**src/logic/cab_pkg.sv**
```systemverilog
// Cabinet I/O layout on page 0x04
// Inputs use A[2:0] with A[4] clear, outputs use A[2:1] with A[4] set
// Offsets 3 and 7 are not wired and read as idle
package cab_pkg;

    // Input port offsets, A[2:0]
    localparam logic [2:0] PORT_SYS  = 3'd0;   // Start, service, coin
    localparam logic [2:0] PORT_JOY1 = 3'd1;
    localparam logic [2:0] PORT_JOY2 = 3'd2;
    localparam logic [2:0] PORT_DSWA = 3'd4;
    localparam logic [2:0] PORT_DSWB = 3'd5;
    localparam logic [2:0] PORT_DSWC = 3'd6;

    // Widths
    localparam int BTN_W  = 2;   // Start buttons and coin slots, one per player
    localparam int JOY_W  = 6;   // 4 directions plus 2 buttons
    localparam int DSW_W  = 8;   // DIP banks A and B
    localparam int DSWC_W = 4;   // DIP bank C, upper nibble reads as ones

    // Output offsets, A[2:1]
    // 0 is the coin counter and 3 the watchdog, neither handled here
    localparam logic [1:0] OUT_SND_IRQ   = 2'd1;
    localparam logic [1:0] OUT_SND_LATCH = 2'd2;

endpackage

```
**src/logic/cab_inputs.sv**
```systemverilog
// Cabinet input ports, registered every clk from A[2:0]
// Inputs are active low as they come from the harness
// Joystick bits are reordered to match the board wiring
// Outside an input read, or at offsets 3 and 7, the port reads 0xFF
`timescale 1ns/1ps

module cab_inputs import cab_pkg::*; (
    input  logic              clk,
    input  logic              in_cs,
    input  logic [2:0]        addr_lo,
    input  logic [BTN_W-1:0]  start_button,
    input  logic [BTN_W-1:0]  coin_input,
    input  logic [JOY_W-1:0]  joystick1,
    input  logic [JOY_W-1:0]  joystick2,
    input  logic              service,
    input  logic [DSW_W-1:0]  dipsw_a,
    input  logic [DSW_W-1:0]  dipsw_b,
    input  logic [DSWC_W-1:0] dipsw_c,
    output logic [7:0]        port_in
);

    // Buttons kept, then up/down and left/right swapped pairwise
    function automatic logic [7:0] joy_port(input logic [JOY_W-1:0] joy);
        return {2'b11, joy[5:4], joy[2], joy[3], joy[0], joy[1]};
    endfunction

    always_ff @(posedge clk) begin
        if (!in_cs) begin
            port_in <= 8'hFF;   // Keeps the register quiet on other traffic
        end else begin
            case (addr_lo)
                PORT_SYS:  port_in <= {3'b111, start_button, service, coin_input};
                PORT_JOY1: port_in <= joy_port(joystick1);
                PORT_JOY2: port_in <= joy_port(joystick2);
                PORT_DSWA: port_in <= dipsw_a;
                PORT_DSWB: port_in <= dipsw_b;
                PORT_DSWC: port_in <= {{(8-DSWC_W){1'b1}}, dipsw_c};   // Pad with ones
                default:   port_in <= 8'hFF;
            endcase
        end
    end

endmodule

```
**config.mk**
```make
export PLATFORM = sky130hd
export DESIGN_NAME = cab_inputs
export DESIGN_NICKNAME = d
export VERILOG_FILES = /design/src/logic/cab_pkg.sv /design/src/logic/cab_inputs.sv
export SDC_FILE = /design/constraint.sdc
export NUM_CORES = 1
export LEC_CHECK = 0
export BUFFER_PORTS_ARGS = -buffer_cell sky130_fd_sc_hd__buf_4
export CAP_MARGIN = 10
export CORE_AREA = 2 2 41 43
export DETAILED_ROUTE_END_ITERATION = 7
export DIE_AREA = 0 0 43 45
export MAX_ROUTING_LAYER = met4
export PLACE_DENSITY_LB_ADDON = 0.05
export SLEW_MARGIN = 20
export SYNTH_ARGS = -nofsm -noshare
export SYNTH_HDL_FRONTEND = slang
export SYNTH_SLANG_ARGS = --single-unit
```
**constraint.sdc**
```tcl
create_clock -name clk -period 2 [get_ports clk]
set_clock_uncertainty 0.2 [all_clocks]
set_input_delay 0.4 -clock clk [delete_from_list [all_inputs] [get_ports clk]]
set_output_delay 0.4 -clock clk [all_outputs]
set_load 0.02 [all_outputs]
```
==> impl_metrics.toml <==
[status]
outcome = "complete, no violations"

[logic_synthesis]
synth_top_family_by_area = "compound AO/OA/AOI/OAI gates"
synth_seq_area_share_pct = 29.6
synth_area_um2 = 542
synth_warnings = 0
synthAdderAreaFrac_pct = 0
synth_compound_area_share_pct = 27.3
yosys.area_share.simple_pct = 14.8
synthCells = 59
muxShareOfSynthArea_pct = 21.0
synth.distinct_cells = 25
ys_ff_latch = 8
syn-num-nets = 101
syn_area_per_cell_um2 = 9.18
synth-xor-area-share_pct = 0

[place]
gp_congestion = 0.717
io_buffers = 49
hpwlAfterDp_um = 1250
place_area_um2 = 901

[timing]
fmax_ghz = 0.689
finalCritPeriodShare_pct = 72.5
slew_headroom_pct = 83.3
final_hold_viol_count = 0
tightest_slew_ps = 250
fin_setup_tns_ps = 0
setup_violations = 0
min_period_ps = 1450
maxSlewViolCount = 0
rsz0062_at_grt = "no"

[final_layout]
reg_top3 = "port_in x8"
diodes = 0
syn2layout_area_growth_pct = 70.4
largest_reg_flops = 8
fin_nets = 151
fin_area_um2 = 923
drive_gt1_share_pct = 57.9
largest-register = "port_in"

[floorplan]
die_h_um = 45
die_w_um = 43
rows = 14
initial_utilization_pct = 36.8
core_area_um2 = 1470
dieArea_um2 = 1940
io_pins = 50

[grt]
grt_first_pass_wirelength_um = 2500
antenna_found_initial = 0
grt_overflow = 0
grt_use_total_pct = 18.4
grt_max_degree = 21
grt_pass1_vias = 575

[cts]
cts_tree = "done"
max-clock-path-buffers = 2
post_cts_resized = 0
cts_root_buffer = "clkbuf_4"
cts.sinks = 8
numCtsBuffers = 3
cts_setup_buffers = 0
path_clk_slew_ps = 60
htree_levels = 1
cts-hold-fix-buffers = 0

[detailed_routing]
via_per_inst = 5.21
vias = 641
dr.pass1.iters = 4
wire_per_inst_um = 13.0
drc_errors = 0
detail_route.wirelength_um = 1600
drt_iter0_drc = 11
antenna_left = 0

[power]
p_leak_nw = 0.425
p_per_area_nw_per_um2 = 498
ir_drop_uv = 326

[flow_run]
cap_viol_max_count = 0

[critical_path]
arrival_ps = 1380
required_ps = 1930
max_stage_delay_ps = 350
crit_path_max_fanout = 20
path_cells = "buf_4 -> mux2_1 -> a221oi_1 -> o221ai_1"
start_kind = "primary input"
endpoint_kind = "flip-flop"
critical_path_class = "in2reg"
cp_slowest_cell = "mux2_1"

[hold_path]
hold_class = "in2reg"
-- critical path: cells and delay by family --
| family | cells | cell delay, ps |
|---|---|---|
| AO/OA/AOI/OAI | 2 | 420 |
| multiplexers | 1 | 350 |
| buffers and inverters | 1 | 220 |
-- worst paths after layout --
kind / start / to / cells after the start
setup / recovery: addr_lo[0] / port_in[0] / 4
hold / removal: dipsw_a[7] / port_in[7] / 3
-- metal layers --
layer	up-vias	GRT usage [%]	share of wire (%)
met2	29	31.2	53
met1	285	19.7	37
met4	0	9.09	1.2
li1	325	-	-
met3	2	5.60	8.9
met5	-	-	0
-- cells in the final DEF (no fill, tap or decap), drive strengths merged --
cell type / n
o221ai: 2
mux2i: 2
inv: 1
or2: 1
nor3: 1
dfxtp: 8
mux2: 8
o21ai: 3
o2111ai: 3
nor2b: 3
nand3: 4
o211ai: 2
a221oi: 1
a22oi: 5
clkbuf: 3
a21oi: 3
buf: 50
o21a: 1
nand2b: 3
nand2: 1
nor2: 2
-- cells by family (layout without fill, tap and decap cells) --
| group | after synthesis | in the layout |
|---|---|---|
| AO/OA/AOI/OAI | 20 | 20 |
| buffers and inverters | 6 | 54 |
| flip-flops | 8 | 8 |
| multiplexers | 10 | 10 |
| AND/OR/NAND/NOR | 15 | 15 |
-- Yosys cell counts --
cell type | instances | area, um^2
mux2_2 | 6 | 67.6
o221ai_1 | 2 | 17.5
nand2b_1 | 3 | 18.8
o211ai_1 | 2 | 15.0
nand3_1 | 4 | 20.0
or2_2 | 1 | 6.26
buf_6 | 2 | 22.5
nor2_1 | 2 | 7.51
buf_1 | 1 | 3.75
mux2i_1 | 2 | 20.0
buf_2 | 2 | 10.0
o21a_1 | 1 | 7.51
o2111ai_1 | 3 | 26.3
a22oi_1 | 4 | 30.0
o21ai_0 | 3 | 15.0
a21oi_1 | 3 | 15.0
mux2_4 | 1 | 15.0
nor2b_1 | 3 | 18.8
inv_1 | 1 | 3.75
dfxtp_1 | 8 | 160
a22oi_2 | 1 | 12.5
a221oi_1 | 1 | 8.76
nor3_1 | 1 | 5.00
mux2_1 | 1 | 11.3
nand2_1 | 1 | 3.75
-- power by group --
group | switching, W | total (W) | internal, W
registers | 0.00000313 | 0.000173 | 0.000170
clock network | 0.0000616 | 0.000131 | 0.0000691
logic | 0.0000609 | 0.000156 | 0.0000952
-- cell type report --
class                   count  area (um^2)
flip-flops and latches      8          160
well taps                  16         20.0
inverters                   1         3.75
fillers                   156          548
multi-input cells          45          342
repair buffers             50          375
clock buffers               3         22.5
-- through the flow --
| step | hold WS, ps | power (W) | instances | utilization [%] | worst slack, ps |
|---|---|---|---|---|---|
| floorplan | 342 | 0.000251 | 59 | - | 590 |
| global placement | 429 | 0.000332 | 120 | 61.2 | 313 |
| detailed placement | 439 | 0.000333 | 120 | 61.2 | 274 |
| CTS | 164 | 0.000468 | 123 | 62.8 | 556 |
| global route | 174 | 0.000492 | 123 | 62.8 | 484 |
| finish | 170 | 0.000460 | 123 | 62.8 | 549 |
Note: power is estimated with default switching activity, not from simulation.
