**config.mk**
```make
export PLATFORM = sky130hd
export DESIGN_NAME = bus_mux
export DESIGN_NICKNAME = d
export VERILOG_FILES = /design/src/logic/map_pkg.sv /design/src/logic/bus_mux.sv
export SDC_FILE = /design/constraint.sdc
export NUM_CORES = 1
export LEC_CHECK = 0
export BUFFER_PORTS_ARGS = -buffer_cell sky130_fd_sc_hd__clkbuf_2
export CELL_PAD_IN_SITES_DETAIL_PLACEMENT = 0
export CELL_PAD_IN_SITES_GLOBAL_PLACEMENT = 1
export CORE_MARGIN = 1
export CORE_UTILIZATION = 22
export DETAILED_ROUTE_END_ITERATION = 10
export PLACE_DENSITY = 0.7
export SYNTH_ARGS = -nofsm -noshare
export SYNTH_HDL_FRONTEND = slang
export SYNTH_SLANG_ARGS = --single-unit
export TNS_END_PERCENT = 5
```
**constraint.sdc**
```tcl
create_clock -name clk -period 1.1 [get_ports clk]
set_input_delay 0.055 -clock clk [delete_from_list [all_inputs] [get_ports clk]]
set_output_delay 0.055 -clock clk [all_outputs]
set_load 0.01 [all_outputs]
```
**src/logic/map_pkg.sv**
```systemverilog
// Main CPU memory map of the two-video-chip board
// Only the regions handled by this glue are listed; work RAM stays outside
// Read-source indices give the one-hot layout of rd_sel, lowest index wins
package map_pkg;

    localparam int NUM_VID  = 2;               // Identical video chips
    localparam int VRAM_AW  = 13;              // 8 KB window at 0x2000-0x3FFF
    localparam int CFG_N    = 8;               // Config bytes per chip, write-only
    localparam int CFG_AW   = $clog2(CFG_N);   // Config index bits, 0x00-0x07

    // ROM banking
    localparam int ROM_AW      = 17;
    localparam int BANK_W      = 4;
    localparam int BANK_OFS    = 4;                 // Bank 0 starts at 0x08000 in ROM
    localparam int ROM_PAGE_AW = ROM_AW - BANK_W;   // 13 bits inside one bank
    localparam logic [1:0] BANK_WIN = 2'b01;        // A[15:14], 0x4000-0x7FFF

    // High-byte pages
    localparam logic [7:0] PAGE_IO  = 8'h04;
    localparam logic [7:0] PAGE_PAL = 8'h06;
    localparam logic [3:0] PAGE_RAM = 4'h1;         // 0x1000-0x1FFF, external work RAM
    localparam int         IO_OUT_BIT = 4;          // A[4] splits inputs from outputs

    // VRAM sits right above the work RAM page
    localparam logic [15:0] VRAM_BASE = 16'({PAGE_RAM + 4'h1, 12'h000});

    // Unmapped reads float high
    localparam logic [7:0] IDLE_DATA = 8'hFF;

    // Read sources, in priority order
    localparam int SEL_ROM = 0;
    localparam int SEL_PAL = 1;
    localparam int SEL_IN  = 2;
    localparam int SEL_VID = 3;                     // First of NUM_VID VRAM slots
    localparam int SEL_N   = SEL_VID + NUM_VID;

endpackage

```
**src/logic/bus_mux.sv**
```systemverilog
// Read data back to the CPU, priority select then one register
// Priority: ROM, palette, input port, VRAM 0, VRAM 1; else 0xFF
// rd_sel is combinational from the address, so the CPU must hold the
// address until it samples cpu_din
`timescale 1ns/1ps

module bus_mux import map_pkg::*; (
    input  logic              clk,
    input  logic              rst,
    input  logic [SEL_N-1:0]  rd_sel,
    input  logic [7:0]        rom_data,
    input  logic [7:0]        pal_dout,
    input  logic [7:0]        port_in,
    input  logic [7:0]        vid_dout [NUM_VID],
    output logic [7:0]        cpu_din
);

    logic [7:0] mux_d;

    // Later assignments win, so the lowest source index has priority
    always_comb begin
        mux_d = IDLE_DATA;
        for (int i = NUM_VID - 1; i >= 0; i--) begin
            if (rd_sel[SEL_VID+i])
                mux_d = vid_dout[i];
        end
        if (rd_sel[SEL_IN])
            mux_d = port_in;
        if (rd_sel[SEL_PAL])
            mux_d = pal_dout;
        if (rd_sel[SEL_ROM])
            mux_d = rom_data;
    end

    always_ff @(posedge clk) begin
        if (rst)
            cpu_din <= IDLE_DATA;
        else
            cpu_din <= mux_d;
    end

endmodule

```
==> out/qor.yml <==
yosys_warns: 0
synth.yosys.seq_area_share_pct: 24.43
grt_max_degree: 16
status: "finished, final reports clean"
detail_route.drc_violations: 0
final-hold-violation-count: 0
cp.depth: 4
startpoint_type: "input pin"
floorplan.die_area_sq_um: 3202
final_critical_path_setup_slack_ps: 242.0
ys_top_cells_by_area: "sky130_fd_sc_hd__dfxtp_1 24%, sky130_fd_sc_hd__a221o_1 21%, sky130_fd_sc_hd__a21oi_1 11%, sky130_fd_sc_hd__nor3b_1 9.2%, sky130_fd_sc_hd__inv_1 8.6%"
cts.path.max_buffers: 2
route.detailed.vias_per_inst: 4.641
count_of_inserted_antenna_diode_cells: 0
largest-register: "cpu_din"
finalCritPeriodShare_pct: 78.00
met1_demand_to_capacity_share_in_global_routing_pct: 17.67
power.leakage_nw: 0.5315
path_clk_slew_ps: 60
power.net_switching_mw: 0.2365
dp.final_hpwl_um: 1689
required_ps: 1240
first_global_vias: 798
layout.nets: 188
flip_flop_count_of_the_largest_register_all_copies_and_words_added: 8
synth-edff-count: 0
synth_common_cells: "15 x sky130_fd_sc_hd__a21oi_1, 15 x sky130_fd_sc_hd__inv_1, 14 x sky130_fd_sc_hd__a221o_1, 8 x sky130_fd_sc_hd__dfxtp_1, 8 x sky130_fd_sc_hd__nor3b_1"
tns_ps: 0
crit_path_frequent_cell: "sky130_fd_sc_hd__a221o_1"
swShare_pct: 28.36
clockRootBuffer: "sky130_fd_sc_hd__clkbuf_4"
min_hold_slack_ps: 27.40
design_power_total_mw: 0.8342
chipWidth_um: 56.59
relSlewSlack_pct: 78.77
hold_end: "cpu_din[6]"
p_comb_share_pct: 34.8
timing.hold.worst.start: "rom_data[6]"
groute.layer.met2.usage_pct: 22.86
postSynth.topFlopCell: "sky130_fd_sc_hd__dfxtp_1"
mappedNetlistArea_sq_um: 655.6
timing.critical_path.buf_inv: 2
postSynthRegisterBits: 8
ant_nets: 0
core_region_area_sq_um: 2781
grt_use_total_pct: 14.00
timing_max_transition_violations_final: 0
cts_post_setup_buffers_inserted: 0
critical_path_cell_sequence: "clkbuf_2 > buf_4 > a221o_1 > a221o_1"
family_with_the_most_delay_on_the_worst_path: "compound AO/OA/AOI/OAI gates"
post_synth_top_area_share_pct: 24.43
fmax_mhz: 1165
seq_power_share_pct: 38.1
worst_ep_arrival_time_ps: 990
final.min_clock_period_ps: 858.0
synth_top_area_cell: "sky130_fd_sc_hd__dfxtp_1"
reg_top3: "cpu_din: 8 flops"
vdd_drop_max_uv: 339.0
pwr_density_cell_nw_per_um2: 831.3
hold-path-cell-count: 2
global_route_wire_length_before_repair_um: 3450
grt_setup_unrepaired: "false"
slowest_stage: "sky130_fd_sc_hd__a221o_1"
antenna_violations_before_repair: 0
layout_cell_share_with_drive_strength_beyond_1_pct: 48.20
clock_tree_from_tritoncts: "yes"
routabilityCongestion: 0.7299
drt-initial-drc-count: 19
highest_net_fanout_along_the_worst_path: 7
clkPwrFrac_pct: 27.1
detail_route.wl_per_cell_um: 12.00
syn_area_per_cell_sq_um: 7.995
final-setup-viol-count: 0
criticalPathCategory: "input pin to register"
met3_usage_pct: 2.765
drt_first_pass_iters: 4
intPower_mw: 0.5976
initial_utilization_pct: 23.57
die_height_um: 56.59
yosys.cell_types.count: 18
grt-ovfl-total: 0
crit_path_max_incr_delay_ps: 350
io_buffer_count: 54
area_delta_synth_final_pct: 53.05
postRouteWirelength_um: 2040
worst_slew_pin_slew_ps: 318.5
holdBufCountCts: 0
final-instance-count-excl-fill: 170
top_level_ports: 55
total_number_of_placement_rows: 19
post-place-cells: 167
cts_resized: 0
htree_levels: 1
syn_inst: 82
globalRoute.busiestLayer: "met2"
maxCapViolCount: 0
async_reset_ff_share_pct: 0
pre_cts_slack_ps: -22.86
clock-sinks: 8
cts-buffers-inserted: 3
vias: 789
syn_nets: 129
critPathCaptureType: "register"
hold_crit_class: "input pin to register"
per-layer routing:
metal,up-vias,wire length (um)
met3,4,130
li1,411,-
met2,28,968
met5,-,0
met1,346,915
met4,0,25
through the flow:
stage	util, %	instance area, sq um
final	36.08	1003
after global routing	36.08	1003
after CTS	36.08	1003
after detailed placement	35.27	980.9
after global placement	35.27	980.9
after floorplan	-	655.6
layout make-up:
| type | instances | area (sq um) |
|---|---|---|
| Timing Repair Buffer | 62 | 342.8 |
| Clock buffer | 3 | 22.52 |
| Inverter | 15 | 56.30 |
| Fill cell | 314 | 1778 |
| Tap cell | 31 | 38.79 |
| Sequential cell | 8 | 160.2 |
| Multi-Input combinational cell | 51 | 382.9 |
power by group through the flow:
| stage | clock network [mW] | registers [mW] | logic, mW |
|---|---|---|---|
| after floorplan | 0 | 0.336 | 0.136 |
| after global placement | 0 | 0.325 | 0.289 |
| after detailed placement | 0 | 0.324 | 0.293 |
| after CTS | 0.238 | 0.318 | 0.294 |
| after global routing | 0.253 | 0.319 | 0.323 |
| final | 0.226 | 0.317 | 0.290 |
placed cells by master, fill, tap and decap left out, drive strengths merged:
cell / synthesis / layout
a2111oi: 1 / 1
nand2: 1 / 1
nand3b: 1 / 1
dfxtp: 8 / 8
buf: 4 / 8
nor3b: 8 / 8
nor2b: 2 / 2
a21oi: 15 / 15
or2: 1 / 1
clkbuf: 4 / 57
a2111o: 1 / 1
a221o: 14 / 14
nand2b: 7 / 7
inv: 15 / 15
cell families after synthesis:
group                  after synthesis  synth area share (%)
AO/OA/AOI/OAI                       31                 36.83
buffers and inverters               23                 17.17
AND/OR/NAND/NOR                     20                 21.57
flip-flops                           8                 24.43
worst max path at each step:
stage | startpoint | to | slack (ps)
after floorplan | rd_sel[1] | cpu_din[1] | 40
after CTS | rd_sel[1] | cpu_din[7] | 250
after global placement | rd_sel[1] | cpu_din[2] | -2
final | rd_sel[1] | cpu_din[7] | 240
after global routing | rd_sel[1] | cpu_din[3] | 210
after detailed placement | rd_sel[1] | cpu_din[7] | -20
(Power assumes the default switching activity.)
