<file path="src/logic/cab_pkg.sv">
// Cabinet I/O layout on page 0x04
// Inputs use A[2:0] with A[4] clear, outputs use A[2:1] with A[4] set
// Offsets 3 and 7 are not wired and read as idle
package cab_pkg;

    // Input port offsets, A[2:0]
    localparam logic [2:0] PORT_SYS  = 3'd0;   // Start, service, coin
    localparam logic [2:0] PORT_JOY1 = 3'd1;
    localparam logic [2:0] PORT_JOY2 = 3'd2;
    localparam logic [2:0] PORT_DSWA = 3'd4;
    localparam logic [2:0] PORT_DSWB = 3'd5;
    localparam logic [2:0] PORT_DSWC = 3'd6;

    // Widths
    localparam int BTN_W  = 2;   // Start buttons and coin slots, one per player
    localparam int JOY_W  = 6;   // 4 directions plus 2 buttons
    localparam int DSW_W  = 8;   // DIP banks A and B
    localparam int DSWC_W = 4;   // DIP bank C, upper nibble reads as ones

    // Output offsets, A[2:1]
    // 0 is the coin counter and 3 the watchdog, neither handled here
    localparam logic [1:0] OUT_SND_IRQ   = 2'd1;
    localparam logic [1:0] OUT_SND_LATCH = 2'd2;

endpackage

</file>
<file path="src/logic/snd_comm.sv">
// Sound CPU latch and interrupt, plus the video interrupt flip-flop
// snd_irq is high for one cpu_cen period per write
// irq_n falls one edge after a gfx_irqn fall when dip_pause is high;
// a fall on the same edge as irq_ack wins over the acknowledge
`timescale 1ns/1ps

module snd_comm import cab_pkg::*; (
    input  logic        clk,
    input  logic        rst,
    input  logic        cpu_cen,
    input  logic        out_cs,
    input  logic [2:1]  addr,
    input  logic [7:0]  cpu_dout,
    input  logic        gfx_irqn,
    input  logic        dip_pause,
    input  logic        irq_ack,
    output logic        snd_irq,
    output logic [7:0]  snd_latch,
    output logic        irq_n
);

    logic gfx_irqn_l;   // Last sampled gfx_irqn
    logic gfx_fall;

    always_ff @(posedge clk) begin
        if (rst) begin
            snd_irq   <= 1'b0;
            snd_latch <= 8'h00;
        end else if (cpu_cen) begin
            snd_irq <= 1'b0;   // Drops at the next bus cycle
            if (out_cs) begin
                case (addr)
                    OUT_SND_IRQ:   snd_irq   <= 1'b1;
                    OUT_SND_LATCH: snd_latch <= cpu_dout;
                    default: ;   // Coin counters and watchdog live elsewhere
                endcase
            end
        end
    end

    assign gfx_fall = gfx_irqn_l && !gfx_irqn;

    always_ff @(posedge clk) begin
        if (rst) begin
            gfx_irqn_l <= 1'b1;   // No false edge out of reset
            irq_n      <= 1'b1;
        end else begin
            gfx_irqn_l <= gfx_irqn;
            if (gfx_fall && dip_pause)
                irq_n <= 1'b0;    // dip_pause high means running
            else if (irq_ack)
                irq_n <= 1'b1;
        end
    end

endmodule

</file>
<file path="config.mk">
export PLATFORM = sky130hd
export DESIGN_NAME = snd_comm
export DESIGN_NICKNAME = d
export VERILOG_FILES = /design/src/logic/cab_pkg.sv /design/src/logic/snd_comm.sv
export SDC_FILE = /design/constraint.sdc
export NUM_CORES = 1
export LEC_CHECK = 0
export BUFFER_PORTS_ARGS = -buffer_cell sky130_fd_sc_hd__buf_2
export CORE_AREA = 2 2 39 41
export DETAILED_ROUTE_END_ITERATION = 10
export DIE_AREA = 0 0 41 43
export PLACE_DENSITY = 0.67
export SLEW_MARGIN = 20
export SYNTH_ARGS = -nofsm -noshare
export SYNTH_HDL_FRONTEND = slang
export SYNTH_SLANG_ARGS = --single-unit
</file>
<file path="constraint.sdc">
create_clock -name clk -period 1.55 [get_ports clk]
set_clock_uncertainty 0.2 [all_clocks]
set_input_delay 0.155 -clock clk [delete_from_list [all_inputs] [get_ports clk]]
set_output_delay 0.155 -clock clk [all_outputs]
set_load 0.01 [all_outputs]
</file>
==> metrics.txt, run 1 <==
Final Setup Violations 0; total design power ~0.57 mW; number of diodes 0; grt met1 use 13.7%; Syn Nets 62; Die Ht about 43 um; flops & latches, synth 11; count leader, synth nand2b_1; GR Util met3 3.14%; clock sinks 11; Setup crit start kind input port; Area growth syn-to-layout 60.8%; Post-Syn Instances 45; GR Layer Usage met2 23.1%; number of global-route vias before repair between 400 and 500; HP Class input port to flop; Flop pwr share approximately 52%; Yosys warning count 0; max_slew headroom between 80% and 90%; failing checks hold timing; share of Yosys cell area claimed by the top area cell type a little under half; pwr/cell area 746 nW/um^2; post-synthesis sequential area ratio between 40 and 50%; initial antenna violation count 0; CTS Buffer Depth 2; Routed WL approximately 1.0 mm; number of library cell types mapped by synthesis 12; ys async rst share 0%; Via Count ~440; Hold WS -15.9 ps; slew of the pin with the lowest slew margin 227 ps; r2r worst-path depth 2; die width 41 um; first-pass GRT wire length between 1.5 and 2 mm; post-place setup slack about 380 ps; Nets about 100; Area contributors post-synth dfxtp_1, nand2b_1, mux2i_1; # rows 14; CTS tree yes; CP max FO 8; Post-Syn Area 473 um^2; Internal Power approximately 0.45 mW; FMAX 692 MHz; H-tree lvl count 1; Final Max Slew Viols 0; DRC violations left 0; final setup margin between 100 and 150 ps; Synth area leader dfxtp_1; Pre-Repair DR Iteration Count 1; number of instances on the worst hold path 3; largest net degree at the start of global routing 20; layout cells sized above 1 36.0%; Main synth FF type dfxtp_1; Boundary Pins 27; final hold violation count 1; PortBufs 26; Post-synth EDFFs 0; drt wl/cell about 9.9 um; MaxCap Viol Count 0; fin crit period approximately 1400 ps; busiest grt layer met2; initial DRC count 0; Leakage roughly 0.35 nW; Root Buffer clkbuf_4; setup total negative slack 0 ps; CP endpoint kind flop; Reg area 220 um^2; Post-synth top cells nand2b_1, dfxtp_1, mux2i_1; Max VDD drop roughly 0.00036 V; kind of critical path input port to flop; switching power around 0.12 mW; period utilisation layout between 90% and 100%; Clock Power Share roughly a third; Die Area 1760 um^2; CTS Buf Count 3; global route overflow 0; clock-pin slew on the worst setup and hold paths approximately 70 ps; via/cell ratio about 4.3; GRT Util Overall 13.5%; Logic pwr share approximately 15%; Starting Density around a third; postcts setup bufs 0; RSZ-0062 raised after global routing no; Final ANT Viol Nets 0; footprint of the multi-input gates between 200 and 250 um^2; Post-Syn Area per Cell around 11 um^2; WP data required ~1500 ps; outcome finished with violations; core area 1380 um^2; Worst EP arrival approximately 1400 ps; Fill cells 127; worst skew pair latency ~260 ps; GPL Wtd Cong ~0.53; sw frac approximately 22%
## final cells by class
type	instances	area share [%]
repair buffers	39	33.9
multi-input cells	32	31.1
clock buffers	4	3.45
well taps	16	2.63
flip-flops and latches	11	28.9
## layer usage
metal | up-vias | wire, um
met4 | 0 | 5
met3 | 2 | 84
met2 | 19 | 504
li1 | 230 | -
met1 | 190 | 417
met5 | - | 0
## cell usage in the layout (no fill, tap or decap), types with 3 or more instances in the layout
cell / n
buf_2: 26
nand2b_1: 17
dlygate4sd3_1: 12
dfxtp_1: 11
mux2i_1: 8
clkbuf_4: 3
## path summary, 6_finish.rpt
kind	start	endpoint	slack (ps)
max	addr[1]	snd_latch[6]$_SDFFE_PP0P_	110
min	cpu_cen	snd_irq$_SDFFE_PP0P_	-20
max reg2reg	gfx_irqn_l$_SDFF_PP1_	irq_n$_SDFFE_PP1P_	740
min reg2reg	snd_latch[2]$_SDFFE_PP0P_	snd_latch[2]$_SDFFE_PP0P_	270
## per-stage QoR
stage	hold WS, ps	instances	instance area, um^2	utilization [%]
floorplan	61.6	45	473	-
global placement	156	86	614	44.4
detailed placement	160	86	614	44.4
CTS	15.8	102	761	55.0
global route	6.51	102	761	55.0
finish	-15.9	102	761	55.0
## critical path, stage by stage
cell and delay, ps:
dlygate4sd3_1 530, buf_2 120, and4b_1 230, buf_4 190, mux2i_1 200
## state kept, by name, indices dropped and copies added, names as in the netlist
register    cells
snd_irq         1
irq_n           1
snd_latch       8
gfx_irqn_l      1
## power by group through the flow
stage               combinational [mW]  clock (mW)  sequential [mW]
floorplan                       0.0273           0            0.303
global placement                0.0599           0            0.300
detailed placement              0.0615           0            0.300
CTS                             0.0833       0.198            0.294
global route                    0.0932       0.221            0.295
finish                          0.0836       0.190            0.294
## cell families after synthesis
logic type	count (synthesis)	share of synthesized area [%]
AND/OR/NAND/NOR	22	30.4
flip-flops	11	46.6
multiplexers	8	16.9
AO/OA/AOI/OAI	2	2.65
buffers and inverters	2	3.44
## what timing repair did
action | in CTS | in global routing
hold buffers | 12 | 1
endpoints found under the setup margin | 0 | 1
gates resized for setup | 0 | 0
endpoints found under the hold margin | 11 | 1
(Power assumes the default switching activity.)
==> run 2: changes to the inputs <==
CORE_AREA = default   (was 2 2 39 41)
CORE_UTILIZATION = 36   (was default)
DIE_AREA = default   (was 0 0 41 43)
PLACE_DENSITY = 0.7   (was 0.67)
clock period = 1.27 ns   (was 1.55 ns; I/O delays follow)
==> metrics.txt, run 2 (synthesized netlist as in run 1, its figures left out) <==
outcome complete, no violations; max_slew headroom 84.7% (-0.16 points); Pre-Repair DR Iteration Count 4 (+3); global route overflow 0 (unchanged); Critical Path Max Stage Delay 540 ps (about the same); Via Count 464 (+5.2%); setup total negative slack 0 ps (unchanged); Worst EP arrival 1160 ps (-270 ps); initial antenna violation count 0 (unchanged); number of global-route vias before repair 465 (+6.2%); Setup crit start kind input port; PortBufs 26 (unchanged); Largest register FFs 8 (unchanged); die width 38.2 um (-6.7%); GPL Wtd Cong 0.590 (+11%); pwr/cell area 868 nW/um^2 (+16%); worst skew pair latency 260 ps (about the same); Starting Density 40.9% (+6.7 points); final setup margin 61.8 ps (-43.9 ps); HP Start addr[2]; Final ANT Viol Nets 0 (unchanged); most frequent cells in the layout buf_2, nand2b_1, dlygate4sd3_1; post-place setup slack 157 ps (-227 ps); WP data required 1220 ps (-320 ps); r2r worst-path depth 2 (unchanged); # hold bufs at CTS 16 (+4); FMAX approximately 830 MHz; largest net degree at the start of global routing 20 (unchanged); total design power 0.704 mW (+24%); reg2reg setup slack 450 ps (-290 ps); Hold WS 249 ps (+265 ps); Root Buffer clkbuf_4; first-pass GRT wire length 1.81 mm (+13%); Die Area 1460 um^2 (-17%); Max VDD drop 0.000622 V (+71%); commonest non-fill, non-tap cell in the layout buf_2; H-tree lvl count 1 (unchanged); Boundary Pins 27 (unchanged); core area 1160 um^2 (-16%); HP Class input port to flop; CTS Buffer Depth 2 (unchanged); Worst Hold Endpoint snd_latch[1]$_SDFFE_PP0P_; Biggest register snd_latch; # rows 12 (-2); Area growth syn-to-layout 71.4%; Final Max Slew Viols 0 (unchanged); Final Setup Violations 0 (unchanged); drt wl/cell 10.6 um (+6.9%); clock-pin slew on the worst setup and hold paths 70 ps (about the same); RSZ-0062 raised after global routing no; slew of the pin with the lowest slew margin 230 ps (+2.39 ps); initial DRC count 2 (+2); final hold violation count 0 (-1); CP endpoint kind flop; clock sinks 11 (unchanged); post-cts sizing count 0 (unchanged); layout cells sized above 1 34.4% (-1.6 points); Nets 108 (+3.8%); CTS tree yes; Die Ht 38.2 um (-11%); DRC violations left 0 (unchanged); CP max FO 19 (+11); number of instances on the worst hold path 4 (+1); via/cell ratio 4.46 (+3.2%); crit path cell chain dlygate4sd3_1, buf_2, or2_2; fin crit period between 1000 and 1500 ps; MaxCap Viol Count 0 (unchanged); Fill cells 86 (-32%); Critical-path top delay cell dlygate4sd3_1; kind of critical path input port to flop; Leakage 0.368 nW (+5.6%); CTS Buf Count 3 (unchanged); worst r2r src gfx_irqn_l$_SDFF_PP1_; period utilisation layout 95.1%; number of diodes 0 (unchanged); postcts setup bufs 0 (unchanged); Routed WL 1.10 mm (+9.0%); GRT Util Overall 18.6% (+5.1 points); reg-to-reg endpoint irq_n$_SDFFE_PP1P_
## run 2: cell types whose count changed in the layout (fill, tap and decap cells not counted), sizes merged
cell	delta
dlygate4sd3	+4
## run 2: cell type report
cell class              count  area, um^2  share of cell area [%]
well taps                  14        17.5                    2.16
clock buffers               4        26.3                    3.24
flip-flops and latches     11         220                    27.2
multi-input cells          32         236                    29.2
repair buffers             43         310                    38.3
## run 2: how the worst max path moves through the flow
stage / slack [ps] / start / to
finish: 60 / rst / gfx_irqn_l$_SDFF_PP1_
global placement: 140 / addr[1] / snd_latch[2]$_SDFFE_PP0P_
global route: 30 / rst / snd_latch[6]$_SDFFE_PP0P_
floorplan: 330 / addr[1] / snd_latch[0]$_SDFFE_PP0P_
detailed placement: 160 / addr[1] / snd_latch[3]$_SDFFE_PP0P_
CTS: 90 / rst / snd_latch[3]$_SDFFE_PP0P_
## run 2: critical path: cells and delay by family
family	cells	cell delay (ps)
buf+inv	2	740
simple gates	1	290
## run 2: routing by layer
metal | GRT usage (%) | vias up | wire length (um)
met2 | 31.4 | 21 | 535
li1 | - | 241 | -
met1 | 19.2 | 202 | 479
met4 | 8.04 | 0 | 0
met5 | 0 | - | 0
met3 | 9.30 | 0 | 88
## run 2: through the flow
step	cell area, um^2	utilization [%]	cells
after floorplan	473	-	45
after global placement	624	54.0	84
after detailed placement	624	54.0	84
after CTS	811	70.1	104
after global routing	811	70.1	104
final	811	70.1	104
## run 2: report_power, final
group	internal (mW)	switching [mW]	leakage [nW]
registers	0.354	0.00407	0.0894
clock network	0.121	0.108	0.0150
logic	0.0778	0.0377	0.264
total	0.554	0.150	0.368
==> run 3: changes to the inputs <==
CELL_PAD_IN_SITES_DETAIL_PLACEMENT = 0   (was default)
CELL_PAD_IN_SITES_GLOBAL_PLACEMENT = 2   (was default)
CORE_UTILIZATION = 20   (was 36)
PLACE_DENSITY = default   (was 0.7)
PLACE_DENSITY_LB_ADDON = 0.1   (was default)
==> metrics.txt, run 3 (synthesized netlist as in run 1, its figures left out) <==
commonest non-fill, non-tap cell in the layout buf_2; # hold bufs at CTS 15 (-1); initial DRC count 2 (unchanged); via/cell ratio 3.81 (-15%); FMAX 889 MHz (+7.4%); GRT Util Overall 9.35% (-9.3 points); Worst EP arrival 1070 ps (-90 ps); clock-pin slew on the worst setup and hold paths 60 ps (about the same); global route overflow 0 (unchanged); number of diodes 0 (unchanged); largest net degree at the start of global routing 20 (unchanged); clock sinks 11 (unchanged); fin crit period 1120 ps (-83.6 ps); Post-Layout Inst Area 813 um^2 (+0.31%); Pre-Repair DR Iteration Count 4 (unchanged); CTS Buf Count 3 (unchanged); final hold violation count 0 (unchanged); Root Buffer clkbuf_4; postcts setup bufs 0 (unchanged); Final ANT Viol Nets 0 (unchanged); slew of the pin with the lowest slew margin 242 ps (+12.0 ps); H-tree lvl count 1 (unchanged); Die Area 2560 um^2 (+75%); kind of critical path input port to flop; Critical Path Max Stage Delay 540 ps (about the same); Biggest register snd_latch; Via Count 449 (-3.2%); WP data required 1210 ps (about the same); PortBufs 26 (unchanged); Critical-path top delay cell dlygate4sd3_1; CP max FO 2 (-17); initial antenna violation count 0 (unchanged); pwr/cell area 854 nW/um^2 (-1.7%); Final Setup Violations 0 (unchanged); Area growth syn-to-layout 72.0%; Final Max Slew Viols 0 (unchanged); number of global-route vias before repair 412 (-11%); RSZ-0062 raised after global routing no; Leakage 0.367 nW (-0.46%); CTS Buffer Depth 2 (unchanged); MaxCap Viol Count 0 (unchanged); GPL Wtd Cong 0.605 (+2.6%); setup total negative slack 0 ps (unchanged); placed cell area 637 um^2 (+2.0%); layout cells sized above 1 35.6% (+1.1 points); drt wl/cell 8.90 um (-16%); first-pass GRT wire length 1.72 mm (-4.9%); # rows 17 (+5); Routed WL 1.05 mm (-4.8%); Boundary Pins 27 (unchanged); Max VDD drop 0.000582 V (-6.5%); most frequent cells in the layout buf_2, nand2b_1, dlygate4sd3_1; Largest register FFs 8 (unchanged); worst skew pair latency 250 ps (about the same); Nets 108 (unchanged); crit path cell chain dlygate4sd3_1, buf_2, or2_2; CP endpoint kind flop; Setup crit start kind input port; outcome complete, no violations; max_slew headroom 83.9% (-0.80 points); Die Ht 50.6 um (+32%); post-cts sizing count 0 (unchanged); DRC violations left 0 (unchanged); period utilisation layout 88.5% (-6.6 points); die width 50.6 um (+32%); HP Class input port to flop; core area 2210 um^2 (+91%); CTS tree yes; Starting Density 21.4% (-20 points)
run 3: final timing paths:
path / startpoint / end / slack [ps] / cells after the start
setup / recovery: gfx_irqn / gfx_irqn_l$_SDFF_PP1_ / 150 / 3
hold / removal: rst / snd_irq$_SDFFE_PP0P_ / 10 / 2
setup reg to reg: gfx_irqn_l$_SDFF_PP1_ / irq_n$_SDFFE_PP1P_ / 450 / 2
hold reg to reg: snd_irq$_SDFFE_PP0P_ / snd_irq$_SDFFE_PP0P_ / 270 / 2
run 3: report_power, final:
group | internal, mW | switching (mW) | leakage [nW]
Sequential | 0.354 | 0.00384 | 0.0894
Combinational | 0.0748 | 0.0365 | 0.262
Clock | 0.121 | 0.103 | 0.0150
Total | 0.550 | 0.144 | 0.367
run 3: routing by layer:
layer	track usage, %	up-vias	part of all wire [%]
met3	6.36	0	6.4
met5	0	-	0
met1	10.3	194	45
met2	15.1	15	49
li1	-	240	-
met4	1.39	0	0
run 3: final cells by class:
cell class,count,area (um^2)
multi-input combinational,32,236
fill,249,1400
sequential,11,220
tap,28,35.0
timing repair buffer,43,295
clock buffer,4,26.3
run 3: metrics by stage:
| step | hold WS [ps] | utilization, % | cells | worst slack (ps) | total power, mW |
|---|---|---|---|---|---|
| global route | 58.9 | 36.8 | 118 | 158 | 0.747 |
| finish | 13.2 | 36.8 | 118 | 145 | 0.694 |
| CTS | 16.1 | 36.8 | 118 | 172 | 0.711 |
| global placement | 129 | 28.8 | 99 | 145 | 0.444 |
| floorplan | 33.6 | - | 45 | 334 | 0.403 |
| detailed placement | 134 | 28.8 | 99 | 154 | 0.444 |
run 3: critical path, delay by kind of cell:
kind	cells	cell delay (ps)
simple gates	1	280
buf+inv	2	670
