`config.mk`:
```
export PLATFORM = sky130hd
export DESIGN_NAME = main_decode
export DESIGN_NICKNAME = d
export VERILOG_FILES = /design/src/logic/map_pkg.sv /design/src/logic/main_decode.sv
export SDC_FILE = /design/constraint.sdc
export NUM_CORES = 1
export LEC_CHECK = 0
export ABC_AREA = 0
export BUFFER_PORTS_ARGS = -buffer_cell sky130_fd_sc_hd__buf_2
export CORE_AREA = 2 2 41 43
export DETAILED_ROUTE_END_ITERATION = 12
export DIE_AREA = 0 0 43 45
export PLACE_DENSITY = 0.81
export SYNTH_ARGS = -nofsm -noshare
export SYNTH_HDL_FRONTEND = slang
export SYNTH_SLANG_ARGS = --single-unit
```
`constraint.sdc`:
```
create_clock -name clk -period 5.11 [get_ports clk]
set_input_delay 1.533 -clock clk [delete_from_list [all_inputs] [get_ports clk]]
set_output_delay 1.533 -clock clk [all_outputs]
set_load 0.02 [all_outputs]
```
`src/logic/map_pkg.sv`:
```
// Main CPU memory map of the two-video-chip board
// Only the regions handled by this glue are listed; work RAM stays outside
// Read-source indices give the one-hot layout of rd_sel, lowest index wins
package map_pkg;

    localparam int NUM_VID  = 2;               // Identical video chips
    localparam int VRAM_AW  = 13;              // 8 KB window at 0x2000-0x3FFF
    localparam int CFG_N    = 8;               // Config bytes per chip, write-only
    localparam int CFG_AW   = $clog2(CFG_N);   // Config index bits, 0x00-0x07

    // ROM banking
    localparam int ROM_AW      = 17;
    localparam int BANK_W      = 4;
    localparam int BANK_OFS    = 4;                 // Bank 0 starts at 0x08000 in ROM
    localparam int ROM_PAGE_AW = ROM_AW - BANK_W;   // 13 bits inside one bank
    localparam logic [1:0] BANK_WIN = 2'b01;        // A[15:14], 0x4000-0x7FFF

    // High-byte pages
    localparam logic [7:0] PAGE_IO  = 8'h04;
    localparam logic [7:0] PAGE_PAL = 8'h06;
    localparam logic [3:0] PAGE_RAM = 4'h1;         // 0x1000-0x1FFF, external work RAM
    localparam int         IO_OUT_BIT = 4;          // A[4] splits inputs from outputs

    // VRAM sits right above the work RAM page
    localparam logic [15:0] VRAM_BASE = 16'({PAGE_RAM + 4'h1, 12'h000});

    // Unmapped reads float high
    localparam logic [7:0] IDLE_DATA = 8'hFF;

    // Read sources, in priority order
    localparam int SEL_ROM = 0;
    localparam int SEL_PAL = 1;
    localparam int SEL_IN  = 2;
    localparam int SEL_VID = 3;                     // First of NUM_VID VRAM slots
    localparam int SEL_N   = SEL_VID + NUM_VID;

endpackage

```
`src/logic/main_decode.sv`:
```
// Main bus address decoder, bank register and ROM address
// Selects are combinational from the address; bank and video_sel move on
// the cpu_cen write edge. Work RAM at 0x1000 decodes to nothing here.
// bus_wait needs rom_ok from the ROM side, it is not registered
`timescale 1ns/1ps

module main_decode import map_pkg::*; (
    input  logic                clk,
    input  logic                rst,
    input  logic                cpu_cen,
    input  logic [15:0]         addr,
    input  logic                rnw,
    input  logic [7:0]          cpu_dout,
    input  logic                rom_ok,
    output logic                rom_cs,
    output logic [ROM_AW-1:0]   rom_addr,
    output logic                bus_wait,
    output logic [NUM_VID-1:0]  vram_cs,
    output logic [NUM_VID-1:0]  cfg_cs,
    output logic                pal_cs,
    output logic                in_cs,
    output logic                out_cs,
    output logic [SEL_N-1:0]    rd_sel
);

    logic [BANK_W-1:0] bank;
    logic              video_sel;   // Which chip the shared window reaches
    logic              bank_wr;
    logic              io_hit;
    logic              vram_hit;
    logic              cfg_hit;

    always_comb begin
        rom_cs   = (addr[15] || addr[15:14] == BANK_WIN) && rnw;  // 4000-FFFF reads
        bank_wr  = addr[15:14] == BANK_WIN && !rnw;               // Same window, writes
        pal_cs   = addr[15:8] == PAGE_PAL;                        // 0600-06FF
        io_hit   = addr[15:8] == PAGE_IO;                         // 0400-04FF
        in_cs    = io_hit && !addr[IO_OUT_BIT] &&  rnw;
        out_cs   = io_hit &&  addr[IO_OUT_BIT] && !rnw;
        vram_hit = addr[15:VRAM_AW] == VRAM_BASE[15:VRAM_AW];     // 2000-3FFF
        cfg_hit  = addr[15:CFG_AW] == '0;                         // 0000-0007
        for (int i = 0; i < NUM_VID; i++) begin
            vram_cs[i] = vram_hit && video_sel == 1'(i);
            cfg_cs[i]  = cfg_hit && !rnw && video_sel == 1'(i);   // Write-only regs
        end
    end

    // Read source, one-hot, same order as the mux priority
    always_comb begin
        rd_sel          = '0;
        rd_sel[SEL_ROM] = rom_cs;
        rd_sel[SEL_PAL] = pal_cs;
        rd_sel[SEL_IN]  = in_cs;
        for (int i = 0; i < NUM_VID; i++)
            rd_sel[SEL_VID+i] = vram_cs[i];
    end

    // Upper half is fixed, lower window goes through the bank
    always_comb begin
        if (addr[15])
            rom_addr = ROM_AW'(addr[14:0]);
        else
            rom_addr = {bank + BANK_W'(BANK_OFS), addr[ROM_PAGE_AW-1:0]};
    end

    assign bus_wait = rom_cs && !rom_ok;   // Hold the CPU until the ROM answers

    always_ff @(posedge clk) begin
        if (rst) begin
            bank      <= '0;
            video_sel <= 1'b0;
        end else if (cpu_cen && bank_wr) begin
            bank      <= cpu_dout[BANK_W-1:0];
            video_sel <= cpu_dout[BANK_W];   // Bit 4, just above the bank
        end
    end

endmodule

```
==> results of run 1 <==
## how the worst max path moves through the flow
| stage | endpoint | slack [ns] | cells after the start |
|---|---|---|---|
| after floorplan | rd_sel[2] | 1.19 | 4 |
| after global placement | in_cs | 1.07 | 5 |
| after detailed placement | rd_sel[2] | 1.01 | 5 |
| after CTS | rd_sel[2] | 1.01 | 5 |
| after global routing | rd_sel[2] | 0.91 | 5 |
| final | cfg_cs[0] | 1.02 | 5 |
## cells in the final DEF (no fill, tap or decap), drive strengths merged
cell / n
buf: 50
nor2: 11
mux2i: 5
dfxtp: 5
and3: 4
clkbuf: 4
mux2: 2
nor2b: 2
nor4: 2
and4: 2
nor4bb: 1
nand2: 1
and4b: 1
xnor2: 1
and4bb: 1
## cells by family (layout without fill, tap and decap cells)
kind of cell | count (synthesis) | in the layout | synth area share
xor gates and xnor gates | 1 | 1 | 0.0179
buffers and inverters | 19 | 54 | 0.292
DFF | 5 | 5 | 0.205
muxes | 7 | 7 | 0.148
and+or+nand+nor | 25 | 25 | 0.338
## per-stage QoR
step           utilization  power [mW]
2_1_floorplan            -      0.0697
3_3_place_gp         0.419      0.0785
3_5_place_dp         0.419      0.0792
4_1_cts              0.437       0.125
5_1_grt              0.437       0.133
6_report             0.437       0.122
## power by group through the flow
stage | sequential [mW] | combinational [mW] | clock (mW)
6_report | 0.0406 | 0.0375 | 0.0444
3_3_place_gp | 0.0413 | 0.0373 | 0
4_1_cts | 0.0406 | 0.0380 | 0.0467
2_1_floorplan | 0.0411 | 0.0285 | 0
3_5_place_dp | 0.0413 | 0.0378 | 0
5_1_grt | 0.0406 | 0.0403 | 0.0521
## sequential cells by signal, summed over array words and instances (netlist names)
register / flops
video_sel: 1
bank: 4
## synth_stat cells, drive strengths merged
cell type   n
nor4        2
nor2b       2
nand2       1
mux2        2
mux2i       5
nor4bb      1
xnor2       1
buf        19
dfxtp       5
and4bb      1
and3        4
and4b       1
and4        2
nor2       11
## worst max-delay path: cells and delay by family
kind	cells	cell delay, ns
buffers and inverters	2	0.29
AND/OR/NAND/NOR	3	0.73
## layer usage
| layer | wire length, um | up-vias | global-route usage |
|---|---|---|---|
| met5 | 0 | - | 0 |
| met4 | 0 | 0 | 0.0364 |
| met3 | 175 | 0 | 0.0720 |
| met2 | 618 | 32 | 0.245 |
| met1 | 363 | 220 | 0.107 |
| li1 | - | 247 | - |
## final cells by class
| class | instances | area share |
|---|---|---|
| sequential | 5 | 0.156 |
| tap | 16 | 0.0311 |
| timing repair buffer | 50 | 0.389 |
| clock buffer | 4 | 0.0409 |
| multi-input combinational | 33 | 0.383 |
==> key figures, run 1 <==
CTS
  • Clock tree buffer depth: 2
  • Clock Root Buffer: clkbuf_4
  • Num CTS Buffers: 3
  • Max H-tree Level: 1
  • CTS clk-pin slew, worst paths: approximately 0.040 ns
  • # Post-CTS Setup Buffers: 0
  • Clock sinks: 5
  • Later-pin clock latency in the skew report: ~0.24 ns
  • CTS tree: built
  • PostCTS Resize Cnt: 0
  • Cts hold-fix bufs: 0

Setup path
  • Crit path kind: in2out
  • Reg2Reg Depth: 2
  • WP data required: around 3.6 ns
  • R2R setup slack: 4.49 ns
  • Critical Path Source Type: input pin
  • Arr. time, crit path: 2.56 ns
  • Worst reg2reg path startpoint: video_sel
  • CP max stage cell: nor4_4
  • Largest stage delay, worst path: about 0.31 ns
  • Worst setup EP type: output port
  • Most frequent CP cell: buf_2
  • Worst R2R End: video_sel
  • Crit path launch: addr[13]
  • CP Cell Sequence: buf_2, nor4_4, and3_1, and4b_1, buf_2
  • Crit path max fanout: 4

Placed design
  • Dpl hpwl: 1050 um
  • Post-DP Area: ~620 sq um
  • Pre-CTS WS: 1.01 ns
  • IO buf count: 50
  • Final Wtd Congestion: between 0.6 and 0.7
  • Placed cell count: between 100 and 150

Die
  • Die Height: approximately 45 um
  • Starting Density: 0.332
  • Die X: 43 um
  • I/O Pins: 60
  • Die ar.: between 1500 and 2000 sq um
  • Num rows: 14
  • Core area: around 1500 sq um

Logic synthesis
  • Syn Inst Count: between 50 and 60
  • Distinct cell type count after synthesis: 17
  • Sequential fraction of the synthesis area: 0.205
  • Syn nets: 86
  • Synth top area share: 0.292
  • Mean Syn Cell Area: between 8 and 9 sq um
  • Synth area leaders: buf_4 29%, dfxtp_1 20%, mux2i_1 10%
  • Yosys Warn Count: 0
  • Synth area leader: buf_4
  • Synthesized area: 489 sq um
  • Flops & latches, synth: 5

Power
  • LEAKAGE: approximately 0.37 nW
  • Comb pwr share: 0.306
  • Sw Share: 0.306
  • Net Sw Power: around 37 uW
  • Pwr dens: roughly 190 nW/um^2
  • Sequential power share: 0.332
  • Worst VDD drop: between 90 and 100 uV
  • Clock power share: 0.362
  • Cell internal pwr: ~85 uW

Cells and area
  • FILL cells: 158
  • Sequential Area: between 100 and 150 sq um
  • Layout Cells excl Fill: between 100 and 150
  • Antenna diodes: 0
  • Final #Nets: about 120
  • Layout cells sized above 1: 0.652
  • Area added between synthesis and finish: 31.5%
  • Multi-input gate area: between 200 and 250 sq um
  • Design area: between 600 and 700 sq um

Route
  • Remaining DRCs: 0
  • Final WL: around 1200 um
  • Vias: roughly 500
  • WL/cell: 10.7 um
  • Via/cell ratio: approximately 4.6
  • Post-route ant nets: 0
  • Detailed Route Iter0 Violations: 2
  • Total iterations of the first detailed-routing run: 3

GRT
  • Pin count of the biggest net entering global routing: 7
  • Global-route wire length before repair: 1750 um
  • Grt ovf: 0
  • Tot GR Track Use: 0.125
  • Initial antenna violation count: 0
  • Vias in the first global route: ~430

STA
  • Max Transition Viols Final: 0
  • Final setup TNS: 0 ns
  • WHS: about 0.50 ns
  • Final worst path period share: 0.801
  • Max Clock Freq: 244 MHz
  • Slew margin rel.: 0.798
  • Layout Skew: 0 ns
  • RSZ-0062 raised after global routing: false
  • Final-report hold violation count: 0
  • Worst-margin pin slew: 0.303 ns
  • Tmin final: about 4.1 ns
  • Final worst slack: ~1.0 ns
  • Setup Viol. Count Final: 0

Worst hold path
  • Hold Crit Start: bank[0]
  • Hold Path Cell Cnt: 2
  • Worst min path class: reg2reg
  • Hold path endpoint: bank[0]

Outcome
  • Outcome: finished, final reports clean

Run
  • Max-cap viol count: 0
(Power assumes the default switching activity.)
==> run 2, diff against run 1 <==
--- a/config.mk
+++ b/config.mk
@@ -7,10 +7,10 @@
 export LEC_CHECK = 0
 export ABC_AREA = 0
 export BUFFER_PORTS_ARGS = -buffer_cell sky130_fd_sc_hd__buf_2
-export CORE_AREA = 2 2 41 43
+export CORE_AREA = 2 2 43 45
 export DETAILED_ROUTE_END_ITERATION = 12
-export DIE_AREA = 0 0 43 45
-export PLACE_DENSITY = 0.81
+export DIE_AREA = 0 0 45 47
+export PLACE_DENSITY = 0.75
 export SYNTH_ARGS = -nofsm -noshare
 export SYNTH_HDL_FRONTEND = slang
 export SYNTH_SLANG_ARGS = --single-unit
==> constraint.sdc (replaced) <==
create_clock -name clk -period 3.8 [get_ports clk]
set_input_delay 1.14 -clock clk [delete_from_list [all_inputs] [get_ports clk]]
set_output_delay 1.14 -clock clk [all_outputs]
set_load 0.02 [all_outputs]
==> key figures, run 2 (synthesis gave the netlist of run 1 again) <==
CTS
  • CTS clk-pin slew, worst paths: 0.04 ns (about the same)
  • Later-pin clock latency in the skew report: 0.24 ns (about the same)
  • Clock tree buffer depth: 2 (unchanged)
  • Clock Root Buffer: clkbuf_4
  • CTS tree: built
  • Cts hold-fix bufs: 0 (unchanged)
  • Clock sinks: 5 (unchanged)
  • # Post-CTS Setup Buffers: 0 (unchanged)
  • Num CTS Buffers: 3 (unchanged)
  • Max H-tree Level: 1 (unchanged)
  • PostCTS Resize Cnt: 0 (unchanged)

GRT
  • Grt ovf: 0 (unchanged)
  • Initial antenna violation count: 0 (unchanged)
  • Pin count of the biggest net entering global routing: 7 (unchanged)
  • Global-route wire length before repair: 1640 um (-6.7%)
  • Vias in the first global route: 420 (-1.6%)
  • Tot GR Track Use: 0.109 (-0.0160)

Setup path
  • Arr. time, crit path: 2.18 ns (-0.38 ns)
  • Crit path max fanout: 4 (unchanged)
  • Crit path kind: in2out
  • Worst R2R End: video_sel
  • R2R setup slack: 3.17 ns (-1.32 ns)
  • Worst setup EP type: output port
  • Reg2Reg Depth: 2 (unchanged)
  • WP data required: 2.66 ns (-0.92 ns)
  • Critical Path Source Type: input pin
  • Worst reg2reg path startpoint: video_sel

Power
  • Worst VDD drop: 182 uV (+96%)
  • Sequential power share: 0.326 (-0.006)
  • Sw Share: 0.317 (+0.0113)
  • Cell internal pwr: 114 uW (+35%)
  • Comb pwr share: 0.301 (-0.005)
  • LEAKAGE: 0.370 nW (unchanged)
  • Pwr dens: 260 nW/um^2 (+37%)
  • Net Sw Power: 53.1 uW (+42%)
  • Clock power share: 0.373 (+0.011)

Outcome
  • Outcome: finished, final reports clean

Placed design
  • Final Wtd Congestion: 0.711 (+6.9%)
  • Dpl hpwl: 1080 um (+3.1%)
  • Placed cell count: 105 (+0.96%)
  • IO buf count: 50 (unchanged)

STA
  • Layout Skew: 0 ns (unchanged)
  • Setup Viol. Count Final: 0 (unchanged)
  • Slew margin rel.: 0.790 (-0.00812)
  • Final setup TNS: 0 ns (unchanged)
  • Max Clock Freq: between 300 and 400 MHz
  • Max Transition Viols Final: 0 (unchanged)
  • Final worst path period share: 0.873
  • Worst-margin pin slew: 0.314 ns (+0.0110 ns)
  • Tmin final: 3.32 ns
  • RSZ-0062 raised after global routing: false
  • Final-report hold violation count: 0 (unchanged)

Worst hold path
  • Hold Path Cell Cnt: 2 (unchanged)
  • Hold Crit Start: bank[1]
  • Worst min path class: reg2reg
  • Hold path endpoint: bank[1]

Cells and area
  • Register with the most flip-flops: bank
  • Layout Cells excl Fill: 109 (+0.93%)
  • Area added between synthesis and finish: 31.7%
  • Max reg flops: 4 (unchanged)
  • Largest registers: bank x4, video_sel x1
  • Most frequent cells in the layout: 50 x buf_2, 11 x nor2_1, 5 x mux2i_1, 5 x dfxtp_1
  • Final #Nets: 122 (unchanged)
  • Antenna diodes: 0 (unchanged)
  • Leading cell type in the layout, fill and taps excluded: buf_2
  • Layout cells sized above 1: 0.652 (unchanged)
  • FILL cells: 172 (+8.9%)

Route
  • Total iterations of the first detailed-routing run: 1 (-2)
  • Via/cell ratio: 4.69 (+1.5%)
  • Final WL: 1210 um (+4.6%)
  • Remaining DRCs: 0 (unchanged)
  • Post-route ant nets: 0 (unchanged)
  • Detailed Route Iter0 Violations: 0 (-2)
  • WL/cell: 11.1 um (+3.6%)
  • Vias: 511 (+2.4%)

Die
  • Die Height: 47 um (+4.4%)
  • I/O Pins: 60 (unchanged)
  • Core area: 1650 sq um (+12%)
  • Die X: 45 um (+4.7%)
  • Starting Density: 0.296 (-0.0363)
  • Num rows: 15 (+1)
  • Die ar.: 2120 sq um (+9.3%)

Run
  • Max-cap viol count: 0 (unchanged)
run 2: through the flow:
step                setup slack [ns]  hold WS (ns)   util  power [mW]  area (sq um)
finish                         0.482         0.490  0.390       0.168           644
global route                   0.373         0.545  0.390       0.178           644
CTS                            0.476         0.498  0.390       0.172           644
detailed placement             0.480         0.485  0.374       0.107           618
global placement               0.532         0.473  0.374       0.106           618
floorplan                      0.662         0.456      -      0.0937           489
run 2: worst max-delay path by stage:
| stage | startpoint | endpoint | slack (ns) | cells past startpoint |
|---|---|---|---|---|
| after floorplan | addr[13] | rd_sel[2] | 0.66 | 4 |
| after global placement | addr[13] | in_cs | 0.53 | 5 |
| after detailed placement | addr[13] | rd_sel[2] | 0.48 | 5 |
| after CTS | addr[13] | rd_sel[2] | 0.48 | 5 |
| after global routing | addr[13] | cfg_cs[0] | 0.37 | 5 |
| final | addr[13] | rd_sel[2] | 0.48 | 5 |
run 2: per-layer routing:
layer,global-route usage,share of wire,vias up
met5,0,0,-
met4,0.0176,0,0
met3,0.0615,0.16,0
met2,0.217,0.51,40
met1,0.0968,0.32,221
li1,-,-,250
run 2: layout make-up:
type                       count  area, sq um  area share
clock buffer                   4         26.3      0.0408
multi-input combinational     33          246       0.383
sequential                     5          100       0.155
tap                           17         21.3      0.0330
timing repair buffer          50          250       0.388
run 2: critical path: stages:
cell and delay [ns]:
buf_2 0.13, nor4_4 0.32, and3_1 0.24, and3_2 0.19
buf_2 0.16
run 2: power by group through the flow:
stage          sequential (mW)  combinational, mW  clock [mW]
2_1_floorplan           0.0553             0.0384           0
3_3_place_gp            0.0555             0.0500           0
3_5_place_dp            0.0556             0.0509           0
4_1_cts                 0.0547             0.0511      0.0662
5_1_grt                 0.0548             0.0546      0.0687
6_report                0.0547             0.0505      0.0624
